File: src/logic/bus_pkg.sv
package bus_pkg;

  // Host bus geometry
  localparam int HOST_AW = 17;
  localparam int HOST_DW = 16;
  localparam int RESP_W  = 2;

  // Bank select codes, top two bits of the word index
  localparam logic [1:0] SEL_CTL    = 2'd0;
  localparam logic [1:0] SEL_NORMAL = 2'd1;
  localparam logic [1:0] SEL_MOD    = 2'd2;
  localparam logic [1:0] SEL_STM    = 2'd3;

  // Control register indices
  localparam logic [7:0] REG_MOD_WR_SEGMENT = 8'd0;
  localparam logic [7:0] REG_STM_WR_SEGMENT = 8'd1;
  localparam logic [7:0] REG_STM_WR_PAGE    = 8'd2;
  localparam logic [7:0] REG_VERSION        = 8'd3;

  localparam logic [15:0] CTL_VERSION = 16'h0a31;

  // AXI response codes
  localparam logic [1:0] RESP_OKAY   = 2'b00;
  localparam logic [1:0] RESP_SLVERR = 2'b10;

  // Host word index, byte address shifted right by one
  // Memory banks use the wide offset, the control bank an 8-bit index
  typedef union packed {
    struct packed {
      logic [1:0]  sel;
      logic [13:0] offset;
    } mem;
    struct packed {
      logic [1:0] sel;
      logic [5:0] rsvd;
      logic [7:0] idx;
    } ctl;
  } host_addr_t;

endpackage

File: src/logic/host_ctrl.sv
`timescale 1ns/1ps

module host_ctrl import bus_pkg::*; #(
  parameter int NORMAL_WR_AW = 8,
  parameter int MOD_WR_AW    = 10,
  parameter int STM_WR_AW    = 12,
  parameter int STM_PAGE_W   = 2
) (
  input  logic                    bus_clk,
  input  logic                    rst,

  // AXI4-Lite write channels
  input  logic                    awvalid,
  output logic                    awready,
  input  logic [HOST_AW-1:0]      awaddr,
  input  logic                    wvalid,
  output logic                    wready,
  input  logic [HOST_DW-1:0]      wdata,
  output logic                    bvalid,
  input  logic                    bready,
  output logic [RESP_W-1:0]       bresp,

  // AXI4-Lite read channels
  input  logic                    arvalid,
  output logic                    arready,
  input  logic [HOST_AW-1:0]      araddr,
  output logic                    rvalid,
  input  logic                    rready,
  output logic [HOST_DW-1:0]      rdata,
  output logic [RESP_W-1:0]       rresp,

  // Bank write ports
  output logic                    normal_we,
  output logic                    normal_wr_seg,
  output logic [NORMAL_WR_AW-1:0] normal_wr_addr,
  output logic                    mod_we,
  output logic                    mod_wr_seg,
  output logic [MOD_WR_AW-1:0]    mod_wr_addr,
  output logic                    stm_we,
  output logic                    stm_wr_seg,
  output logic [STM_WR_AW-1:0]    stm_wr_addr,
  output logic [HOST_DW-1:0]      wr_data
);

  localparam int STM_OFS_W = STM_WR_AW - STM_PAGE_W;

  host_addr_t waddr;
  host_addr_t raddr;

  logic wr_acc;
  logic rd_acc;

  logic                  mod_seg_q;
  logic                  stm_seg_q;
  logic [STM_PAGE_W-1:0] stm_page_q;

  logic [HOST_DW-1:0] rd_word;
  logic [RESP_W-1:0]  rd_resp;

  // Drop the byte bit, the bus is word addressed
  assign waddr = awaddr[HOST_AW-1:1];
  assign raddr = araddr[HOST_AW-1:1];

  // Address and data taken together, stalled while a response waits
  assign wr_acc  = awvalid & wvalid & ~bvalid;
  assign awready = wr_acc;
  assign wready  = wr_acc;

  assign rd_acc = arvalid & arready;

  // Write response, bank strobes and control registers
  always_ff @(posedge bus_clk) begin
    if (rst) begin
      bvalid     <= 1'b0;
      bresp      <= RESP_OKAY;
      normal_we  <= 1'b0;
      mod_we     <= 1'b0;
      stm_we     <= 1'b0;
      mod_seg_q  <= 1'b0;
      stm_seg_q  <= 1'b0;
      stm_page_q <= '0;
    end else begin
      normal_we <= 1'b0;
      mod_we    <= 1'b0;
      stm_we    <= 1'b0;
      if (bvalid && bready) begin
        bvalid <= 1'b0;
      end
      if (wr_acc) begin
        bvalid <= 1'b1;
        bresp  <= RESP_OKAY;
        case (waddr.mem.sel)
          SEL_NORMAL: normal_we <= 1'b1;
          SEL_MOD:    mod_we <= 1'b1;
          SEL_STM:    stm_we <= 1'b1;
          default: begin
            // Control bank, decoded by register index
            case (waddr.ctl.idx)
              REG_MOD_WR_SEGMENT: mod_seg_q <= wdata[0];
              REG_STM_WR_SEGMENT: stm_seg_q <= wdata[0];
              REG_STM_WR_PAGE:    stm_page_q <= wdata[STM_PAGE_W-1:0];
              // Version is read only, anything else is unmapped
              default:            bresp <= RESP_SLVERR;
            endcase
          end
        endcase
      end
    end
  end

  // Write address and data, qualified by the strobes one cycle later
  always_ff @(posedge bus_clk) begin
    if (wr_acc) begin
      wr_data        <= wdata;
      normal_wr_seg  <= waddr.mem.offset[NORMAL_WR_AW];
      normal_wr_addr <= waddr.mem.offset[NORMAL_WR_AW-1:0];
      mod_wr_seg     <= mod_seg_q;
      mod_wr_addr    <= waddr.mem.offset[MOD_WR_AW-1:0];
      stm_wr_seg     <= stm_seg_q;
      // Page register selects the upper part of the STM address
      stm_wr_addr    <= {stm_page_q, waddr.mem.offset[STM_OFS_W-1:0]};
    end
  end

  // Register readback, memory windows are write only
  always_comb begin
    rd_word = '0;
    rd_resp = RESP_SLVERR;
    if (raddr.ctl.sel == SEL_CTL) begin
      rd_resp = RESP_OKAY;
      case (raddr.ctl.idx)
        REG_MOD_WR_SEGMENT: rd_word = HOST_DW'(mod_seg_q);
        REG_STM_WR_SEGMENT: rd_word = HOST_DW'(stm_seg_q);
        REG_STM_WR_PAGE:    rd_word = HOST_DW'(stm_page_q);
        REG_VERSION:        rd_word = CTL_VERSION;
        default:            rd_resp = RESP_SLVERR;
      endcase
    end
  end

  // Read handshake, one outstanding read at a time
  always_ff @(posedge bus_clk) begin
    if (rst) begin
      arready <= 1'b0;
      rvalid  <= 1'b0;
    end else if (rd_acc) begin
      arready <= 1'b0;
      rvalid  <= 1'b1;
    end else if (rvalid && rready) begin
      arready <= 1'b1;
      rvalid  <= 1'b0;
    end else if (!rvalid) begin
      arready <= 1'b1;
    end
  end

  always_ff @(posedge bus_clk) begin
    if (rd_acc) begin
      rdata <= rd_word;
      rresp <= rd_resp;
    end
  end

endmodule

File: config.mk
export PLATFORM = sky130hd
export DESIGN_NAME = host_ctrl
export DESIGN_NICKNAME = d
export VERILOG_FILES = /design/src/logic/bus_pkg.sv /design/src/logic/host_ctrl.sv
export SDC_FILE = /design/constraint.sdc
export NUM_CORES = 1
export LEC_CHECK = 0
export BUFFER_PORTS_ARGS = -buffer_cell sky130_fd_sc_hd__buf_2
export CORE_MARGIN = 2
export CORE_UTILIZATION = 40
export DETAILED_ROUTE_END_ITERATION = 7
export PLACE_DENSITY = 0.79
export RECOVER_POWER = 50
export SLEW_MARGIN = 20
export SYNTH_ARGS = -nofsm -noshare
export SYNTH_HDL_FRONTEND = slang
export SYNTH_SLANG_ARGS = --single-unit
File: constraint.sdc
create_clock -name bus_clk -period 2.3 [get_ports bus_clk]
set_clock_uncertainty 0.1 [all_clocks]
set_input_delay 0.46 -clock bus_clk [delete_from_list [all_inputs] [get_ports bus_clk]]
set_output_delay 0.46 -clock bus_clk [all_outputs]
set_load 0.02 [all_outputs]
==> flow_metrics.py <==
metrics = {
    "critical_path": {
        "critPathSlowestCell": "dfxtp_1",
        "worstPathArrival_ps": 1360,
        "worstSetupPathType": "reg2out",
        "path_buf_inv": 2,
        "cp-start-kind": "register",
        "cp.required_ps": 1740,
        "path_max_fanout": 8,
        "cpPeakStageDelay_ps": 340,
        "cp_top_family": "buffers and inverters",
        "path_cells": "nand3b_1, inv_1, buf_2",
        "end_kind": "primary output",
    },
    "cells_and_area": {
        "drive_gt1_share_pct": 37.8,
        "fillerInstances": 397,
        "regArea_um2": 1240,
        "multiInputGateArea_um2": 344,
        "fin_nets": 281,
        "areaGrowthSynthToFinish_pct": 22.9,
        "diodes": 0,
    },
    "yosys": {
        "synth.distinct_cells": 27,
        "syn_inst": 131,
        "synth.avg_cell_area_um2": 14.1,
        "yosysWarnings": 0,
        "synth-main-ff-cell": "edfxtp_1",
        "synthesis.area_um2": 1840,
        "synth_seq_area_share_pct": 67.4,
        "async_flop_share_pct": 0,
        "ys_seq_elements": 45,
        "synth-edff-count": 34,
    },
    "timing": {
        "max-slew-margin-rel_pct": 58.4,
        "final_max_slew_viol_count": 0,
        "tns_ps": 0,
        "worst_slew_pin_slew_ps": 618,
        "rsz0062_at_grt": "no",
        "fin_crit_ps": 1920,
        "holdWs_ps": 243,
        "clock.fmax_mhz": 521,
        "hold_viol": 0,
        "finalCritPeriodShare_pct": 83.4,
        "finalSetupViolations": 0,
    },
    "floorplan": {
        "core.rowCount": 24,
        "die_y_um": 71.9,
        "pin_count": 134,
        "die_w_um": 71.9,
        "start_util_pct": 42.0,
        "core_area_um2": 4380,
        "die_area_um2": 5160,
    },
    "power_and_ir_drop": {
        "power_density_nw_per_um2": 693,
        "cellLeakagePower_nw": 0.959,
        "ir_drop_v": 0.000251,
    },
    "route": {
        "vias": 1248,
        "drt-initial-drc-count": 37,
        "wl_um": 3600,
        "drc_errors": 0,
        "viasPerCell": 4.51,
        "firstDrtPassIters": 4,
        "postRouteAntennaNets": 0,
        "wl_per_cell_um": 13.0,
    },
    "worst_hold_path": {
        "min_path_type": "in2reg",
    },
    "clocking": {
        "cts-htree-levels": 2,
        "clkTransAtPathRegs_ps": 80,
        "cts_hold_buf": 0,
        "numCtsBuffers": 5,
        "clk_latency_ps": 290,
        "cts_max_path_buffers": 2,
        "clock_sinks": 45,
        "cts-resized-gates": 0,
        "tritoncts": "done",
        "cts_setup_buffers": 0,
        "clock-root-buffer": "clkbuf_8",
    },
    "global_route": {
        "grt_start_max_net_pins": 19,
        "grt_pass1_wl_um": 5270,
        "antenna_found_initial": 0,
        "track_usage_pct": 13.5,
        "grt_pass1_vias": 1185,
        "grt_overflow": 0,
    },
    "run_status": {
        "status": "finished, final reports clean",
    },
    "placement": {
        "hpwl_um": 2810,
        "routabilityCongestion": 0.644,
        "portBuffers": 109,
    },
    "run": {
        "maxCapViolCount": 0,
    },
}
-- power breakdown --
group          switching [W]  total [W]  leakage (nW)  internal (W)
clock               0.000248   0.000459        0.0450      0.000211
combinational       0.000133   0.000194         0.507     0.0000606
sequential         0.0000110   0.000916         0.407      0.000905
total               0.000393    0.00157         0.959       0.00118
-- metrics by stage --
step	util, %	cell area [µm²]	cells	power [W]	setup slack [ps]
after floorplan	-	1880	142	0.00108	65.7
after global placement	51.1	2240	269	0.00113	552
after detailed placement	51.1	2240	269	0.00114	522
after CTS	53.0	2320	277	0.00160	353
after global routing	51.6	2260	277	0.00163	290
final	51.6	2260	277	0.00157	382
-- routing by layer --
layer	wire (µm)	global-route usage [%]	up-vias
met4	40	3.77	0
met2	1900	24.4	62
met5	0	0	-
met1	1330	14.2	576
li1	-	-	605
met3	331	6.19	5
-- cell families (layout without fill, tap and decap cells) --
logic type | count (synthesis) | count (layout) | share of synthesized area (%)
flops | 45 | 45 | 67.4
simple gates | 35 | 35 | 12.6
other cells | 1 | 12 | 0.204
mux | 5 | 5 | 2.72
compound gates | 5 | 5 | 1.77
buf+inv | 40 | 123 | 15.4
-- cell usage after synthesis, drive strengths merged, types with 2 or more instances --
library cell   n  area share [%]
inv            4            0.81
mux2i          5             2.7
a21oi          2            0.54
edfxtp        34              55
nand4          2            0.68
nand2          6             1.2
nor2           5             1.0
dfxtp         11              12
nor4b          2             1.3
nor4           5             2.5
buf           36              15
nand2b         6             2.0
and3           2            0.68
-- placed cells by master, fill, tap and decap left out --
cell | netlist | final
buf_2 | 1 | 73
clkbuf_1 | 0 | 37
edfxtp_1 | 34 | 34
conb_1 | 1 | 12
dfxtp_1 | 11 | 11
nand2_1 | 6 | 6
nand2b_1 | 6 | 6
nor2_1 | 5 | 5
nor4_1 | 4 | 5
mux2i_1 | 5 | 5
clkbuf_8 | 0 | 5
inv_1 | 4 | 4
a21oi_1 | 2 | 2
and3_1 | 2 | 2
nand4_1 | 2 | 2
clkinv_2 | 0 | 2
buf_4 | 35 | 2
nand3b_1 | 1 | 1
nor4b_2 | 1 | 1
and4_4 | 1 | 1
nor3_1 | 1 | 1
and4bb_2 | 1 | 1
and2_0 | 0 | 1
and4b_1 | 1 | 1
o21ai_0 | 1 | 1
o21a_1 | 1 | 1
nand3_1 | 1 | 1
a32o_1 | 1 | 1
nor4b_1 | 1 | 1
-- sequential cells by signal, summed over array words and instances, names as in the netlist, 2 cells and up --
signal and cells:
rdata 3, stm_page_q 2, stm_wr_addr 3, mod_wr_addr 2
wr_data 16, normal_wr_addr 7
-- cell type report --
type,count,area share [%]
sequential,45,54.8
clock inverter,2,0.442
multi-input combinational,57,15.2
clock buffer,6,3.21
inverter,4,0.663
timing repair buffer,111,22.8
tap,52,2.87
-- worst paths after layout --
check / end / slack (ps) / cells past startpoint / start
worst max-delay path: wready / 380 / 3 / bvalid
worst min-delay path: wr_data[5] / 240 / 1 / wdata[5]
worst max register to register: wr_data[3] / 730 / 3 / bvalid
worst min register to register: stm_wr_addr[11] / 380 / 0 / stm_page_q[1]
(Power assumes the default switching activity.)
